File: src/ion_pkg.sv
/* Ion sensor packet definitions */
`default_nettype none

package ion_pkg;

	localparam int num_samples = 60;
	localparam int index_width = 6;

	// Widths of the fixed header and trailer fields
	localparam int device_id_width = 7;
	localparam int byte_width = 8;
	localparam int word_width = 16;
	localparam int format_width = 6;
	localparam int serial_width = 24;

	typedef logic [index_width-1:0] sample_index_t;

	// Per-sample fields, 49 bits
	typedef struct packed {
		logic polarity;
		logic [byte_width-1:0] level;
		logic [byte_width-1:0] gain;
		logic [word_width-1:0] timestamp;
		logic [word_width-1:0] raw_value;
	} ion_sample_t;

	// Full 110-bit packet, device_id in the low bits
	typedef struct packed {
		logic [serial_width-1:0] serial_number;
		logic [format_width-1:0] format_version;
		logic [word_width-1:0] raw_value;
		logic [byte_width-1:0] marker_lo;
		logic [byte_width-1:0] marker_hi;
		logic [word_width-1:0] timestamp;
		logic [byte_width-1:0] gain;
		logic [byte_width-1:0] level;
		logic [byte_width-1:0] sync_byte;
		logic polarity;
		logic [device_id_width-1:0] device_id;
	} ion_packet_t;

	localparam logic [device_id_width-1:0] device_id_value = 7'd77;
	localparam logic [byte_width-1:0] sync_value = 8'd255;
	localparam logic [byte_width-1:0] marker_hi_value = 8'd239;
	localparam logic [byte_width-1:0] marker_lo_value = 8'd17;
	localparam logic [format_width-1:0] format_value = 6'd1;
	localparam logic [serial_width-1:0] serial_value = 24'd4272433;

endpackage

`default_nettype wire

File: src/ion_sample_rom.sv
/* Recorded ion sample table */
`default_nettype none

module ion_sample_rom (
	input ion_pkg::sample_index_t sample_index,
	output ion_pkg::ion_sample_t sample
);

	// polarity, level, gain, timestamp, raw_value
	always_comb
	begin
		case (sample_index)
			6'd0: sample = '{1'b0, 8'd177, 8'd100, 16'd881, 16'd56110};
			6'd1: sample = '{1'b1, 8'd176, 8'd100, 16'd925, 16'd3791};
			6'd2: sample = '{1'b0, 8'd177, 8'd100, 16'd962, 16'd63275};
			6'd3: sample = '{1'b1, 8'd177, 8'd100, 16'd1011, 16'd24574};
			6'd4: sample = '{1'b1, 8'd185, 8'd100, 16'd1045, 16'd40019};
			6'd5: sample = '{1'b1, 8'd186, 8'd100, 16'd1094, 16'd50527};
			6'd6: sample = '{1'b0, 8'd177, 8'd100, 16'd1136, 16'd60177};
			6'd7: sample = '{1'b0, 8'd178, 8'd100, 16'd1178, 16'd47222};
			6'd8: sample = '{1'b0, 8'd177, 8'd100, 16'd1220, 16'd42756};
			6'd9: sample = '{1'b0, 8'd177, 8'd100, 16'd1262, 16'd61961};
			6'd10: sample = '{1'b0, 8'd183, 8'd100, 16'd1304, 16'd7993};
			6'd11: sample = '{1'b0, 8'd178, 8'd100, 16'd1346, 16'd17675};
			6'd12: sample = '{1'b0, 8'd178, 8'd100, 16'd1380, 16'd57473};
			6'd13: sample = '{1'b0, 8'd177, 8'd100, 16'd1430, 16'd53224};
			6'd14: sample = '{1'b0, 8'd178, 8'd100, 16'd1472, 16'd61195};
			6'd15: sample = '{1'b1, 8'd185, 8'd100, 16'd1514, 16'd46996};
			6'd16: sample = '{1'b1, 8'd177, 8'd100, 16'd1556, 16'd145};
			6'd17: sample = '{1'b1, 8'd178, 8'd100, 16'd1598, 16'd21191};
			6'd18: sample = '{1'b0, 8'd177, 8'd100, 16'd1635, 16'd610};
			6'd19: sample = '{1'b1, 8'd177, 8'd100, 16'd1679, 16'd4089};
			6'd20: sample = '{1'b0, 8'd178, 8'd100, 16'd1729, 16'd20685};
			6'd21: sample = '{1'b1, 8'd177, 8'd100, 16'd1766, 16'd10459};
			6'd22: sample = '{1'b1, 8'd178, 8'd100, 16'd1815, 16'd57766};
			6'd23: sample = '{1'b0, 8'd177, 8'd100, 16'd1857, 16'd48236};
			6'd24: sample = '{1'b1, 8'd177, 8'd100, 16'd1903, 16'd36453};
			6'd25: sample = '{1'b0, 8'd183, 8'd100, 16'd1945, 16'd22977};
			6'd26: sample = '{1'b0, 8'd177, 8'd100, 16'd1987, 16'd13045};
			6'd27: sample = '{1'b0, 8'd177, 8'd100, 16'd2033, 16'd40993};
			6'd28: sample = '{1'b1, 8'd177, 8'd100, 16'd2075, 16'd45310};
			6'd29: sample = '{1'b1, 8'd177, 8'd100, 16'd2108, 16'd62988};
			6'd30: sample = '{1'b1, 8'd177, 8'd101, 16'd2162, 16'd50032};
			6'd31: sample = '{1'b1, 8'd178, 8'd100, 16'd2199, 16'd22312};
			6'd32: sample = '{1'b0, 8'd177, 8'd100, 16'd2248, 16'd48507};
			6'd33: sample = '{1'b0, 8'd178, 8'd101, 16'd2286, 16'd3615};
			6'd34: sample = '{1'b1, 8'd177, 8'd100, 16'd2335, 16'd31043};
			6'd35: sample = '{1'b0, 8'd177, 8'd100, 16'd2381, 16'd65151};
			6'd36: sample = '{1'b0, 8'd177, 8'd100, 16'd2423, 16'd45123};
			6'd37: sample = '{1'b0, 8'd177, 8'd100, 16'd2465, 16'd47297};
			6'd38: sample = '{1'b0, 8'd177, 8'd100, 16'd2498, 16'd1374};
			6'd39: sample = '{1'b0, 8'd180, 8'd100, 16'd2548, 16'd8510};
			6'd40: sample = '{1'b1, 8'd178, 8'd100, 16'd2581, 16'd3766};
			6'd41: sample = '{1'b0, 8'd178, 8'd100, 16'd2631, 16'd15678};
			6'd42: sample = '{1'b0, 8'd178, 8'd100, 16'd2670, 16'd46144};
			6'd43: sample = '{1'b1, 8'd176, 8'd100, 16'd2712, 16'd43275};
			6'd44: sample = '{1'b1, 8'd185, 8'd100, 16'd2758, 16'd6402};
			6'd45: sample = '{1'b0, 8'd178, 8'd100, 16'd2800, 16'd28324};
			6'd46: sample = '{1'b0, 8'd177, 8'd100, 16'd2842, 16'd41123};
			6'd47: sample = '{1'b0, 8'd178, 8'd100, 16'd2888, 16'd25754};
			6'd48: sample = '{1'b1, 8'd177, 8'd100, 16'd2926, 16'd43754};
			6'd49: sample = '{1'b0, 8'd177, 8'd100, 16'd2973, 16'd37758};
			6'd50: sample = '{1'b0, 8'd177, 8'd100, 16'd3015, 16'd62364};
			6'd51: sample = '{1'b1, 8'd177, 8'd100, 16'd3057, 16'd48200};
			6'd52: sample = '{1'b1, 8'd178, 8'd100, 16'd3100, 16'd56276};
			6'd53: sample = '{1'b0, 8'd178, 8'd100, 16'd3146, 16'd59933};
			6'd54: sample = '{1'b0, 8'd177, 8'd101, 16'd3184, 16'd30250};
			6'd55: sample = '{1'b1, 8'd178, 8'd100, 16'd3233, 16'd49966};
			6'd56: sample = '{1'b1, 8'd177, 8'd100, 16'd3267, 16'd662};
			6'd57: sample = '{1'b1, 8'd178, 8'd100, 16'd3308, 16'd47031};
			6'd58: sample = '{1'b1, 8'd178, 8'd100, 16'd3349, 16'd2734};
			6'd59: sample = '{1'b0, 8'd177, 8'd101, 16'd3390, 16'd36121};
			default: sample = '0; // Past the last recording
		endcase
	end

endmodule

`default_nettype wire

File: src/ion_interval_timer.sv
/* Sampling interval timer */
`default_nettype none

module ion_interval_timer #(
	parameter int interval = 16
) (
	input logic clock,
	input logic resetn,
	input logic run,
	output logic done
);

	localparam int count_width = (interval > 1) ? $clog2(interval) : 1;
	localparam logic [count_width-1:0] last_count = count_width'(interval - 1);

	logic [count_width-1:0] count;

	// Terminal count only counts while running
	assign done = run && (count == last_count);

	always_ff @(posedge clock or negedge resetn)
	begin
		if (!resetn)
			count <= '0;
		else if (!run || done)
			count <= '0;
		else
			count <= count + 1'b1;
	end

endmodule

`default_nettype wire

File: src/ion_packet_assembler.sv
/* Outgoing packet register */
`default_nettype none

module ion_packet_assembler (
	input logic clock,
	input logic resetn,
	input logic load,
	input ion_pkg::ion_sample_t sample,
	output ion_pkg::ion_packet_t packet
);

	import ion_pkg::*;

	ion_packet_t next_packet;

	always_comb
	begin
		next_packet.device_id = device_id_value;
		next_packet.polarity = sample.polarity;
		next_packet.sync_byte = sync_value;
		next_packet.level = sample.level;
		next_packet.gain = sample.gain;
		next_packet.timestamp = sample.timestamp;
		next_packet.marker_hi = marker_hi_value; // Fixed trailer
		next_packet.marker_lo = marker_lo_value;
		next_packet.raw_value = sample.raw_value;
		next_packet.format_version = format_value;
		next_packet.serial_number = serial_value;
	end

	// Held until the next load
	always_ff @(posedge clock or negedge resetn)
	begin
		if (!resetn)
			packet <= '0;
		else if (load)
			packet <= next_packet;
	end

endmodule

`default_nettype wire

File: src/ion_sensor_ctrl.sv
/* Packet sequencer and handshake */
`default_nettype none

module ion_sensor_ctrl (
	input logic clock,
	input logic resetn,
	input logic timer_done,
	input logic ack,
	output logic timer_run,
	output logic load,
	output ion_pkg::sample_index_t sample_index,
	output logic req
);

	import ion_pkg::*;

	typedef enum logic [1:0] {
		st_idle,
		st_fetch,
		st_send,
		st_release
	} state_t;

	state_t state;
	state_t next_state;

	always_ff @(posedge clock or negedge resetn)
	begin
		if (!resetn)
			state <= st_idle;
		else
			state <= next_state;
	end

	always_comb
	begin
		next_state = state;
		case (state)
			st_idle:
				if (timer_done)
					next_state = st_fetch;
			st_fetch: next_state = st_send;
			st_send:
				if (ack)
					next_state = st_release; // Drops req next cycle
			st_release:
				if (!ack)
					next_state = st_idle;
			default: next_state = st_idle;
		endcase
	end

	// Advance as the packet is registered
	always_ff @(posedge clock or negedge resetn)
	begin
		if (!resetn)
			sample_index <= '0;
		else if (load)
		begin
			if (sample_index == sample_index_t'(num_samples - 1))
				sample_index <= '0;
			else
				sample_index <= sample_index + 1'b1;
		end
	end

	assign timer_run = (state == st_idle); // Timer halts during handshake
	assign load = (state == st_fetch);
	assign req = (state == st_send);

endmodule

`default_nettype wire

File: src/ion_sensor.sv
/* Ion sensor replay top level */
`default_nettype none

module ion_sensor #(
	parameter int interval = 16
) (
	input logic clock,
	input logic resetn,
	input logic ack,
	output logic req,
	output ion_pkg::ion_packet_t data_out
);

	import ion_pkg::*;

	logic timer_run;
	logic timer_done;
	logic load;
	sample_index_t sample_index;
	ion_sample_t sample;

	ion_sensor_ctrl i_ion_sensor_ctrl (
		.clock(clock),
		.resetn(resetn),
		.timer_done(timer_done),
		.ack(ack),
		.timer_run(timer_run),
		.load(load),
		.sample_index(sample_index),
		.req(req)
	);

	ion_interval_timer #(
		.interval(interval)
	) i_ion_interval_timer (
		.clock(clock),
		.resetn(resetn),
		.run(timer_run),
		.done(timer_done)
	);

	ion_sample_rom i_ion_sample_rom (
		.sample_index(sample_index),
		.sample(sample)
	);

	ion_packet_assembler i_ion_packet_assembler (
		.clock(clock),
		.resetn(resetn),
		.load(load),
		.sample(sample),
		.packet(data_out)
	);

endmodule

`default_nettype wire

File: config.mk
export PLATFORM = sky130hd
export DESIGN_NAME = ion_sensor
export DESIGN_NICKNAME = d
export VERILOG_FILES = /design/src/ion_pkg.sv /design/src/ion_sample_rom.sv /design/src/ion_interval_timer.sv /design/src/ion_packet_assembler.sv /design/src/ion_sensor_ctrl.sv /design/src/ion_sensor.sv
export SDC_FILE = /design/constraint.sdc
export NUM_CORES = 1
export LEC_CHECK = 0
export ABC_CLOCK_PERIOD_IN_PS = 2550
export BUFFER_PORTS_ARGS = -buffer_cell sky130_fd_sc_hd__buf_2
export CAP_MARGIN = 20
export CORE_UTILIZATION = 29
export CTS_CLUSTER_DIAMETER = 40
export DETAILED_ROUTE_END_ITERATION = 8
export GPL_TIMING_DRIVEN = 1
export PLACE_DENSITY_LB_ADDON = 0.2
export SYNTH_ARGS = -nofsm -noshare
export SYNTH_HDL_FRONTEND = slang
export SYNTH_SLANG_ARGS = --single-unit
File: constraint.sdc
create_clock -name clock -period 2.55 [get_ports clock]
set_input_delay 0.51 -clock clock [delete_from_list [all_inputs] [get_ports clock]]
set_output_delay 0.51 -clock clock [all_outputs]
set_load 0.005 [all_outputs]
# --- Yosys cells after proc, flatten, opt, wreduce, memory -nomap -nowiden ---
# Memory sizes are Yosys's and may differ from the RTL's. A register that Yosys moved wholly into a read port is not among the register bits.
# Cells that the tools add are included.
word_totals:
  mem_count: 1
  romBits: 2560
  out_inout_bits: 111
  input_bits: 3
  latchBits: 0
  mem_bits_rw: 0
  register_bits: 49
  elab_cells: 34
op_classes:
  n_addsub: 2
  eq_ne: 8
  div_mod_pow: 0
  bitwise: 0
  muxes: 6
  multipliers: 0
  reduce_logical: 6
  shifts: 0
  n_lt_le_gt_ge: 0
mem_list:
  columns: ["name", "depth", "word_bits", "rd", "rd_ports_with_merged_regs", "write_ports", "line", "text"]
  rows:
  - ["(no name shown)", 64, 40, 1, 1, 0, "ion_sample_rom.sv:12", "case (sample_index)"]
ops:
  columns: ["cell", "count"]
  rows:
  - ["$pmux W2 S4", 1]
  - ["$add A6 B1 Y6 const B", 1]
  - ["$eq A6 B6 Y1 const B", 1]
  - ["$mux W2", 3]
  - ["$mux W6", 1]
  - ["$ne A2 B2 Y1 const B", 3]
  - ["$add A4 B1 Y4 const B", 1]
  - ["$eq A2 B2 Y1 const B", 2]
  - ["$eq A4 B4 Y1 const B", 1]
  - ["$mux W4", 1]
  - ["$reduce_and A3 Y1", 1]
  - ["$eq A2 B1 Y1 const B", 1]
  - ["$logic_not A1 Y1", 2]
  - ["$logic_not A2 Y1", 1]
  - ["$logic_and A1 B1 Y1", 1]
  - ["$logic_or A1 B1 Y1", 1]

# --- Logic depth before layout (Yosys ltp) ---
# Gate-level depths: netlist of run 1.
logic_depth:
  depth_word: 4
  depth_mapped: 9
  ltp_nobuf: 8

# --- Modules after synthesis ---
# Synthesis of run 1 repeated with hierarchy kept, for this count alone.
unflattened:
  cells_unflattened: 720
  hier_area_um2: 6264.8
modules_own_cells:
  columns: ["mod", "area_each_um2", "instances", "cells_each", "seq_area_each_um2"]
  rows:
  - ["ion_sample_rom", 3061.7, 1, 491, 0.0]
  - ["ion_packet_assembler", 2558.7, 1, 167, 1251.2]
  - ["ion_sensor_ctrl", 470.5, 1, 47, 200.2]
  - ["ion_interval_timer", 173.9, 1, 15, 100.1]

# --- Worst setup path before layout of run 1 ---
# Ideal clock, no wire load.
synth_timing:
  path_type: "register to register"
  startpoint: "reg i_ion_sensor_ctrl.sample_index[0]"
  endpoint: "reg, netlist name i_ion_packet_assembler.packet[33]"
  arrival_time_ns: 2.019
  path_stages_with_launch: 9
  period_less_slack_ns: 2.096
  n_path_buf: 1
  slack_ns: 0.454
  t_required_ns: 2.473
  setup_time_ns: 0.077
  path_cell_list: "dfrtp_1 inv_1 ha_1 buf_2 inv_2 mux4_2 nand2_1 o21ai_0 a21oi_1"
synth_lines:
  columns: ["item", "line", "text"]
  rows:
  - ["from (decl)", "ion_sensor_ctrl.sv:11", "output ion_pkg::sample_index_t sample_index,"]
  - ["from (signal assigned)", "ion_sensor_ctrl.sv:63", "sample_index <= sample_index + 1'b1;"]

==> results of run 1 <==
==> layout by cell type (no fill, tap or decap), types with 8 or more instances in the layout <==
cell | Yosys | routed
conb_1 | 1 | 40
a31oi_1 | 18 | 18
nor2_1 | 70 | 70
nand2_1 | 68 | 68
nor2b_1 | 20 | 20
buf_2 | 29 | 73
nor3_1 | 19 | 19
inv_1 | 19 | 19
ha_1 | 33 | 32
buf_4 | 85 | 49
o22ai_1 | 9 | 9
dfrtp_1 | 48 | 45
a311oi_1 | 8 | 8
o21ai_0 | 63 | 63
a21oi_1 | 52 | 52
nand3_1 | 19 | 19
o211ai_1 | 12 | 12
o221ai_1 | 12 | 12
nand2b_1 | 19 | 19
==> cell usage after synthesis, types with 8 or more instances <==
| master | number | area, um2 |
|---|---|---|
| nor2b_1 | 20 | 125 |
| o22ai_1 | 9 | 56.3 |
| nand2_1 | 68 | 255 |
| ha_1 | 33 | 413 |
| clkbuf_1 | 15 | 56.3 |
| buf_6 | 10 | 113 |
| a31oi_1 | 18 | 113 |
| o221ai_1 | 12 | 105 |
| nand3_1 | 19 | 95.1 |
| inv_1 | 19 | 71.3 |
| a21oi_1 | 52 | 260 |
| dfrtp_1 | 48 | 1200 |
| buf_2 | 29 | 145 |
| o21ai_0 | 63 | 315 |
| a311oi_1 | 8 | 70.1 |
| nand2b_1 | 19 | 119 |
| nor2_1 | 70 | 263 |
| nor3_1 | 19 | 95.1 |
| o211ai_1 | 12 | 90.1 |
| buf_4 | 85 | 638 |
==> final cells by class <==
| cell class | instances | area (um2) | area share (%) |
|---|---|---|---|
| clock buffer | 5 | 125 | 2.07 |
| clock inverter | 3 | 47.5 | 0.788 |
| inverter | 23 | 86.3 | 1.43 |
| multi-input combinational | 568 | 3440 | 57.1 |
| sequential | 48 | 1200 | 20.0 |
| tap | 234 | 293 | 4.85 |
| timing repair buffer | 127 | 833 | 13.8 |
==> sequential cells by signal (all words and copies together), names as in the netlist <==
name and flops:
i_ion_sensor_ctrl.state 2, i_ion_sensor_ctrl.sample_index 6, i_ion_packet_assembler.packet 36, i_ion_interval_timer.count 4
==> worst register-to-register path: cells and delay by family (launching register included) <==
kind / cells / cell delay [ps]
buf+inv: 2 / 270
flops: 1 / 410
fa+ha+maj: 1 / 550
compound gates: 2 / 480
simple gates: 3 / 630
==> per-stage QoR <==
stage                     instance area [um2]  hold slack [ps]
final                                    6030              223
after global routing                     6030              272
after floorplan                          5690              214
after detailed placement                 5860              458
after global placement                   5860              456
after CTS                                6030              248
==> report_power, final <==
group | switching [mW] | total [mW] | internal, mW
sequential | 0.214 | 1.30 | 1.09
clock | 0.353 | 0.821 | 0.468
combinational | 3.84 | 6.07 | 2.23
==> logic make-up (layout without fill, tap and decap cells) <==
group / count (synthesis) / in the layout / synth area share (%)
DFF: 48 / 48 / 21.7
AOI/OAI and AO/OA: 235 / 235 / 28.0
buffers and inverters: 163 / 158 / 18.8
other: 1 / 40 / 0.0677
muxes: 12 / 12 / 2.73
adders and majority gates: 33 / 33 / 7.45
xor gates and xnor gates: 5 / 5 / 0.791
and+or+nand+nor: 243 / 243 / 20.4
==> how the worst max path moves through the flow <==
stage / endpoint / slack, ps / cells past startpoint
floorplan: i_ion_packet_assembler.packet[33] / 450 / 8
global placement: i_ion_packet_assembler.packet[65] / 200 / 8
detailed placement: i_ion_packet_assembler.packet[76] / 200 / 8
CTS: i_ion_packet_assembler.packet[76] / 190 / 8
global route: i_ion_packet_assembler.packet[76] / 6 / 8
finish: i_ion_packet_assembler.packet[65] / 140 / 8
==> routing by layer <==
metal  up-vias  wire, um
li1       2615         -
met1      2671      9220
met2       381      9290
met3        81      2000
met4         0      1120
met5         -         0
==> metrics.csv, run 1 <==
metric;value;unit
first-pass GRT wire length;32.9;mm
Critical Path RT;2800;ps
Synth Register Bits;48;
final hold vios;0;
total gr overflow;0;
flop2flop setup slack;140;ps
Post-synth EDFFs;0;
I/O Buffers;73;
CTS Hold Bufs;0;
ys async rst share;100;%
status;complete, no violations;
clock latency on the worst-skew pair;310;ps
CTS buffer count;5;
Distinct cells, synth;64;
WL per Instance;21.4;um
grt met3 use;4.51;%
capturing point of the worst reg2reg path;i_ion_packet_assembler.packet[65];
r2r startpoint;i_ion_sensor_ctrl.sample_index[1];
crit-path cells;inv_2 > buf_4 > ha_1 > nand2_1 > nor2_1 > nor2_1 > o311ai_1 > o21a_1;
nature of the critical path startpoint;flop;
Initial Util;29.6;%
Finished Layout Cells;1008;
worst vdd ir;0.446;mV
Clock Path Buffers;2;
DR iter-0 viols;865;
Final Skew;9.50;ps
nets;809;
H-tree Lvls;2;
via count;5748;
Die X;140;um
Final WS setup;144;ps
initial antenna violation count;0;
largest net degree at the start of global routing;70;
DP Cell Count;1000;
Tcrit/Tclk final;94.3;%
Crit Path Category;reg2reg;
RSZ-0062 raised after global routing;false;
Vias/cell;5.70;
max frequency;0.416;GHz
Total Wirelength;21.6;mm
Post-CTS Resized;0;
Die ar.;19700;um2
overall power;8.19;mW
Tightest Pin Transition;700;ps
worst setup path start;i_ion_sensor_ctrl.sample_index[1];
drc violations;0;
crit end category;flop;
met1 Track Usage GR;29.7;%
Setup WS pre-CTS;205;ps
Synth Flop Type;dfrtp_1;
grt met2 use;33.7;%
Slew Limit Fails;0;
WP buf/inv;2;
Min Clock Period, post-route;2410;ps
CP max-delay cell;ha_1;
Die Ht;140;um
Mapped Cells;740;
CTS tree;built;
antenna viol nets, final;0;
post-CTS setup buffers;0;
Fillers;2038;
PwrDens;1360;nW/um2
Max Cap Viol;0;
row count;50;
Setup TNS Final;0;ps
Slew HR;53.4;%
Ys Warns;0;
GR Util All Layers;22.3;%
synthesized area;5540;um2
Routability Congestion;0.956;
Worst-path clk slew;80;ps
share of layout cells above drive strength 1;20.4;%
crit path max fanout;10;
most numerous cell on the critical path;nor2_1;
Core Util, Final;32.3;%
worst r2r path cells;8;
Syn Area/Cell;7.49;um2
DRT Pass-1 Iters;6;
CP peak stage delay;550;ps
GRT busiest layer;met2;
core area;18700;um2
crit path DAT;2650;ps
Area growth syn-to-layout;8.95;%
vias in the first global route;5213;
HPWL after detailed placement;16.0;mm
Crit path max-delay family;simple AND/OR/NAND/NOR gates;
antenna cells;0;
worst min path class;in2async;
endpoints failing setup;0;
Sink Count;48;
Leak;2.51;nW
Seq/Total Area, Yosys;21.7;%
CTS root buf;clkbuf_16;
I/O pins;114;
No activity file was read; power rests on OpenSTA's default activity.
==> inputs of run 2 (changes only) <==
--- a/config.mk
+++ b/config.mk
@@ -8,6 +8,7 @@
 export ABC_CLOCK_PERIOD_IN_PS = 2550
 export BUFFER_PORTS_ARGS = -buffer_cell sky130_fd_sc_hd__buf_2
 export CAP_MARGIN = 20
+export CORE_ASPECT_RATIO = 1.25
 export CORE_UTILIZATION = 29
 export CTS_CLUSTER_DIAMETER = 40
 export DETAILED_ROUTE_END_ITERATION = 8
==> run 2 against run 1 <==
Net effect: the run now ends with DRC left; wire length rose by 4.3%; sequential power about the same; utilization grew 0.15 points; critical path depth up 1; global-route usage grew 0.50 points; clock power shrank 9.1%; critical endpoint is now i_ion_packet_assembler.packet[68]; largest cell class unchanged.
==> metrics.csv, run 2 (synthesized netlist as in run 1, its figures left out) <==
metric;value;unit;change
status;complete, but fails checks;;
failing checks;DRC;;
via count;5775;;+0.47%
Final Skew;8.96;ps;-0.541 ps
Crit path max-delay family;adder cells;;
crit path to;i_ion_packet_assembler.packet[68];;
flop2flop setup slack;150;ps;about the same
worst vdd ir;0.410;mV;-7.9%
vias in the first global route;5471;;+4.9%
crit path DAT;2620;ps;-30 ps
largest registers in the final layout;i_ion_packet_assembler.packet (36), i_ion_sensor_ctrl.sample_index (6), i_ion_interval_timer.count (4);;
Post-CTS Resized;0;;unchanged
first-pass GRT wire length;33.6;mm;+2.2%
metal1 wirelength;8.65;mm;-6.1%
worst min path class;in2async;;
Slew Limit Fails;0;;unchanged
H-tree Lvls;2;;unchanged
Tcrit/Tclk final;93.9;%;-0.41 points
Top Metal Used;met4;;
Tightest Pin Transition;659;ps;-40.1 ps
DR iter-0 viols;748;;-14%
clock latency on the worst-skew pair;310;ps;about the same
largest net degree at the start of global routing;65;;-7.1%
PwrDens;1360;nW/um2;+0.55%
WL per Instance;22.3;um;+4.0%
GR Util All Layers;22.8;%;+0.50 points
crit path max fanout;23;;+13
crit end category;flop;;
Met2 Wirelength;10.5;mm;+13%
initial antenna violation count;0;;unchanged
WP buf/inv;2;;unchanged
Total Wirelength;22.6;mm;+4.3%
CTS Hold Bufs;0;;unchanged
antenna viol nets, final;0;;unchanged
Initial Util;29.6;%;about the same
Critical Path RT;2770;ps;-30 ps
most flop-heavy register;i_ion_packet_assembler.packet;;
Vias/cell;5.71;;+0.17%
worst r2r path cells;9;;+1
Die X;126;um;-10%
Clock Path Buffers;2;;unchanged
post-CTS setup buffers;0;;unchanged
final hold vios;0;;unchanged
I/O pins;114;;unchanged
Largest register FFs;36;;unchanged
I/O Buffers;73;;unchanged
endpoints failing setup;0;;unchanged
Slew HR;56.0;%;+2.7 points
Die ar.;19700;um2;about the same
met3 WL;1.64;mm;-18%
Area growth syn-to-layout;9.46;%;
Sink Count;48;;unchanged
nets;814;;+0.62%
Crit Path Category;reg2reg;;
CTS tree;built;;
Worst-path clk slew;80;ps;about the same
RSZ-0062 raised after global routing;false;;
core area;18700;um2;about the same
crit-path cells;buf_4 > ha_1 > inv_1 > ha_1 > nor2_1 > nor2_1 > a31oi_1 > o41ai_1 > o22ai_1;;
commonest non-fill, non-tap cell in the layout;buf_2;;
Leak;2.52;nW;+0.45%
CP peak stage delay;440;ps;-110 ps
antenna cells;0;;unchanged
most frequent cells in the layout;73 x buf_2, 70 x nor2_1, 68 x nand2_1, 63 x o21ai_0, 53 x buf_4;;
stages on the worst setup path;9;;+1
row count;56;;+12%
DRT Pass-1 Iters;9;;+3
nature of the critical path startpoint;flop;;
Fillers;2017;;-1.0%
Die Ht;157;um;+12%
total gr overflow;0;;unchanged
Core Util, Final;32.4;%;+0.15 points
overall power;8.28;mW;+1.0%
Setup TNS Final;0;ps;unchanged
capturing point of the worst reg2reg path;i_ion_packet_assembler.packet[68];;
Min Clock Period, post-route;2400;ps;-10.4 ps
Max Cap Viol;0;;unchanged
HPWL after detailed placement;16.6;mm;+4.2%
drc violations;7;;+7
worst setup path start;i_ion_sensor_ctrl.sample_index[1];;
max frequency;0.418;GHz;+0.43%
Routability Congestion;1.00;;+4.8%
CP max-delay cell;ha_1;;
r2r startpoint;i_ion_sensor_ctrl.sample_index[1];;
CTS buffer count;5;;unchanged
share of layout cells above drive strength 1;20.9;%;+0.51 points
CTS root buf;clkbuf_16;;
==> run 2: cell count changes in the layout (fill, tap and decap cells not counted), sizes merged <==
cell	change
bufinv	-1
clkinv	-2
clkbuf	+1
clkinvlp	+2
buf	+5
==> run 2: power breakdown <==
group / internal [mW] / switching, mW
Sequential: 1.08 / 0.236
Clock: 0.393 / 0.354
Combinational: 2.28 / 3.93
Total: 3.76 / 4.52
==> run 2: per-layer routing <==
metal  GRT usage [%]  vias up
met2            36.7      349
met3            2.84       90
li1                -     2610
met4            18.5        0
met1            27.3     2726
met5               0        -
==> run 2: worst min path at each step <==
stage / from / endpoint / slack (ps) / depth (start not counted)
5_1_grt: resetn / i_ion_packet_assembler.packet[38] / 120 / 1
3_3_place_gp: resetn / i_ion_packet_assembler.packet[38] / 440 / 1
4_1_cts: resetn / i_ion_packet_assembler.packet[38] / 120 / 1
6_report: resetn / i_ion_packet_assembler.packet[38] / 90 / 1
2_1_floorplan: resetn / i_ion_interval_timer.count[0] / 210 / 0
3_5_place_dp: resetn / i_ion_packet_assembler.packet[38] / 440 / 1
==> run 2: per-stage QoR <==
step / hold WS [ps] / cells / cell area, um2 / setup WS (ps)
floorplan: 214 / 779 / 5690 / 454
global route: 120 / 1011 / 6060 / 3.91
finish: 92.4 / 1011 / 6060 / 155
global placement: 441 / 1003 / 5910 / 241
CTS: 115 / 1011 / 6060 / 259
detailed placement: 440 / 1003 / 5910 / 283
==> run 2: layout make-up <==
class	instances	area, um2	area share [%]
multi-input cells	568	3440	56.8
clock buffers	6	139	2.29
clock inverters	2	15.0	0.248
repair buffers	132	883	14.6
well taps	232	290	4.79
flip-flops and latches	48	1200	19.9
inverters	23	86.3	1.42
==> inputs of run 3 (changes only) <==
--- a/config.mk
+++ b/config.mk
@@ -10,6 +10,7 @@
 export CAP_MARGIN = 20
 export CORE_ASPECT_RATIO = 1.25
 export CORE_UTILIZATION = 29
+export CTS_BUF_LIST = sky130_fd_sc_hd__clkbuf_8
 export CTS_CLUSTER_DIAMETER = 40
 export DETAILED_ROUTE_END_ITERATION = 8
 export GPL_TIMING_DRIVEN = 1
==> run 3 against run 2 <==
Net effect: the run still ends with DRC left; count of clock-buffer cells in the layout stayed put; utilization down 0.29 points; sequential power is essentially flat; clock power shrank 25%; via count grew 1.0%; largest power group unchanged; largest cell class unchanged; worst hold slack got worse by 36 ps; cell area down 0.89%; register-to-register slack improved by 60 ps; power fell by 2.1%; fmax grew 2.8%.
==> metrics.csv, run 3 (synthesized netlist as in run 1, its figures left out) <==
metric;value;unit;change
CTS tree;built;;
Min Clock Period, post-route;2330;ps;-65.0 ps
Tightest Pin Transition;661;ps;+1.77 ps
Clock Path Buffers;2;;unchanged
Fillers;2024;;+0.35%
DRT Pass-1 Iters;7;;-2
PwrDens;1350;nW/um2;-1.2%
endpoints failing setup;0;;unchanged
Tcrit/Tclk final;91.4;%;-2.5 points
share of layout cells above drive strength 1;21.1;%;+0.13 points
largest net degree at the start of global routing;65;;unchanged
net switching power;4.51;mW;about the same
H-tree Lvls;2;;unchanged
clock latency on the worst-skew pair;330;ps;+20 ps
I/O Buffers;73;;unchanged
Pint;3.59;mW;-4.5%
via count;5833;;+1.0%
max frequency;0.429;GHz;+2.8%
worst vdd ir;0.414;mV;+0.96%
post-CTS setup buffers;0;;unchanged
Crit Path Category;reg2reg;;
antenna viol nets, final;0;;unchanged
HPWL after detailed placement;16.6;mm;unchanged
crit path max fanout;23;;unchanged
Vias/cell;5.77;;+1.0%
Final Skew;9.85;ps;+0.894 ps
drc violations;7;;unchanged
initial antenna violation count;0;;unchanged
crit end category;flop;;
Die Ht;157;um;unchanged
failing checks;DRC;;
nets;814;;unchanged
Worst-path clk slew;110;ps;+30 ps
final hold vios;0;;unchanged
DR iter-0 viols;786;;+5.1%
Routability Congestion;1.00;;unchanged
CTS Hold Bufs;0;;unchanged
Seq pwr share;16.3;%;+0.3 points
Leak;2.49;nW;-1.1%
Slew HR;55.9;%;-0.12 points
Initial Util;29.6;%;unchanged
CTS buffer count;5;;unchanged
vias in the first global route;5465;;-0.11%
clock share of power;6.9;%;-2.1 points
Total Wirelength;22.7;mm;+0.47%
Area growth syn-to-layout;8.49;%;
DP Cell Count;1003;;unchanged
core area;18700;um2;unchanged
CTS root buf;clkbuf_8;;
Sink Count;48;;unchanged
first-pass GRT wire length;33.5;mm;-0.37%
Critical Path RT;2820;ps;+50 ps
antenna cells;0;;unchanged
most flop-heavy register;i_ion_packet_assembler.packet;;
WL per Instance;22.4;um;+0.47%
largest registers in the final layout;i_ion_packet_assembler.packet (36), i_ion_sensor_ctrl.sample_index (6), i_ion_interval_timer.count (4);;
total gr overflow;0;;unchanged
Die X;126;um;unchanged
crit path DAT;2600;ps;-20 ps
row count;56;;unchanged
Finished Layout Cells;1011;;unchanged
Die ar.;19700;um2;unchanged
Largest register FFs;36;;unchanged
commonest non-fill, non-tap cell in the layout;buf_2;;
worst min path class;in2async;;
Gate power share;76.8;%;+1.8 points
status;complete, but fails checks;;
Max Cap Viol;0;;unchanged
Setup TNS Final;0;ps;unchanged
I/O pins;114;;unchanged
Slew Limit Fails;0;;unchanged
GR Util All Layers;22.7;%;-0.066 points
switch share;55.7;%;+1.1 points
nature of the critical path startpoint;flop;;
RSZ-0062 raised after global routing;false;;
most frequent cells in the layout;73 x buf_2, 70 x nor2_1, 68 x nand2_1, 63 x o21ai_0, 53 x buf_4;;
[run 3: cell counts in the layout (fill, tap and decap cells not counted)]
Identical to the previous run, type by type.
[run 3: layout make-up]
cell class / instances / area [um2] / share of cell area (%)
sequential: 48 / 1200 / 20.1
clock buffer: 6 / 82.6 / 1.37
timing repair buffer: 132 / 883 / 14.7
inverter: 23 / 86.3 / 1.44
tap: 232 / 290 / 4.83
multi-input combinational: 568 / 3450 / 57.4
clock inverter: 2 / 15.0 / 0.250
[run 3: repair_timing]
action	in CTS	in global routing
resized for setup	0	1
endpoints found under the setup margin	0	1
endpoints found under the hold margin	0	0
[run 3: worst max-delay path: stages (launching register included)]
cell and delay, ps:
dfrtp_1 370, buf_4 280, ha_1 530, mux2i_1 170, and2_1 220, o21ai_0 400, o22ai_1 130, a21oi_1 140
[run 3: metal layers]
layer	global-route usage, %	vias up	share of wire [%]	wire length [um]
li1	-	2607	-	-
met1	27.3	2755	38	8560
met2	36.7	370	46	10500
met3	2.77	101	7.7	1750
met4	18.3	0	8.1	1840
met5	0	-	0	0
[run 3: final timing paths]
kind,startpoint,cells after the start,to,slack [ps]
min,resetn,1,i_ion_packet_assembler.packet[38],60
max,i_ion_sensor_ctrl.sample_index[1],7,i_ion_packet_assembler.packet[74],220
max reg2reg,i_ion_sensor_ctrl.sample_index[1],7,i_ion_packet_assembler.packet[74],220
min reg2reg,i_ion_interval_timer.count[0],1,i_ion_interval_timer.count[0],490
min in group clock,i_ion_interval_timer.count[0],1,i_ion_interval_timer.count[0],490
max in group asynchronous,resetn,2,i_ion_packet_assembler.packet[36],2000
[run 3: power by group through the flow]
stage / Combinational (mW) / Clock (mW) / Sequential [mW]
after floorplan: 3.83 / 0 / 1.32
after global routing: 6.63 / 0.597 / 1.37
after detailed placement: 6.06 / 0 / 1.34
after CTS: 6.08 / 0.568 / 1.33
after global placement: 6.15 / 0 / 1.33
final: 6.23 / 0.559 / 1.32
[run 3: per-stage QoR]
step / power [mW] / utilization [%] / setup WS, ps / hold slack [ps] / instance area, um2
floorplan: 5.16 / - / 454 / 214 / 5690
global placement: 7.48 / 31.6 / 241 / 441 / 5910
detailed placement: 7.40 / 31.6 / 283 / 440 / 5910
CTS: 7.98 / 32.1 / 249 / 75.7 / 6010
global route: 8.60 / 32.1 / 146 / 79.5 / 6010
finish: 8.10 / 32.1 / 220 / 56.0 / 6010
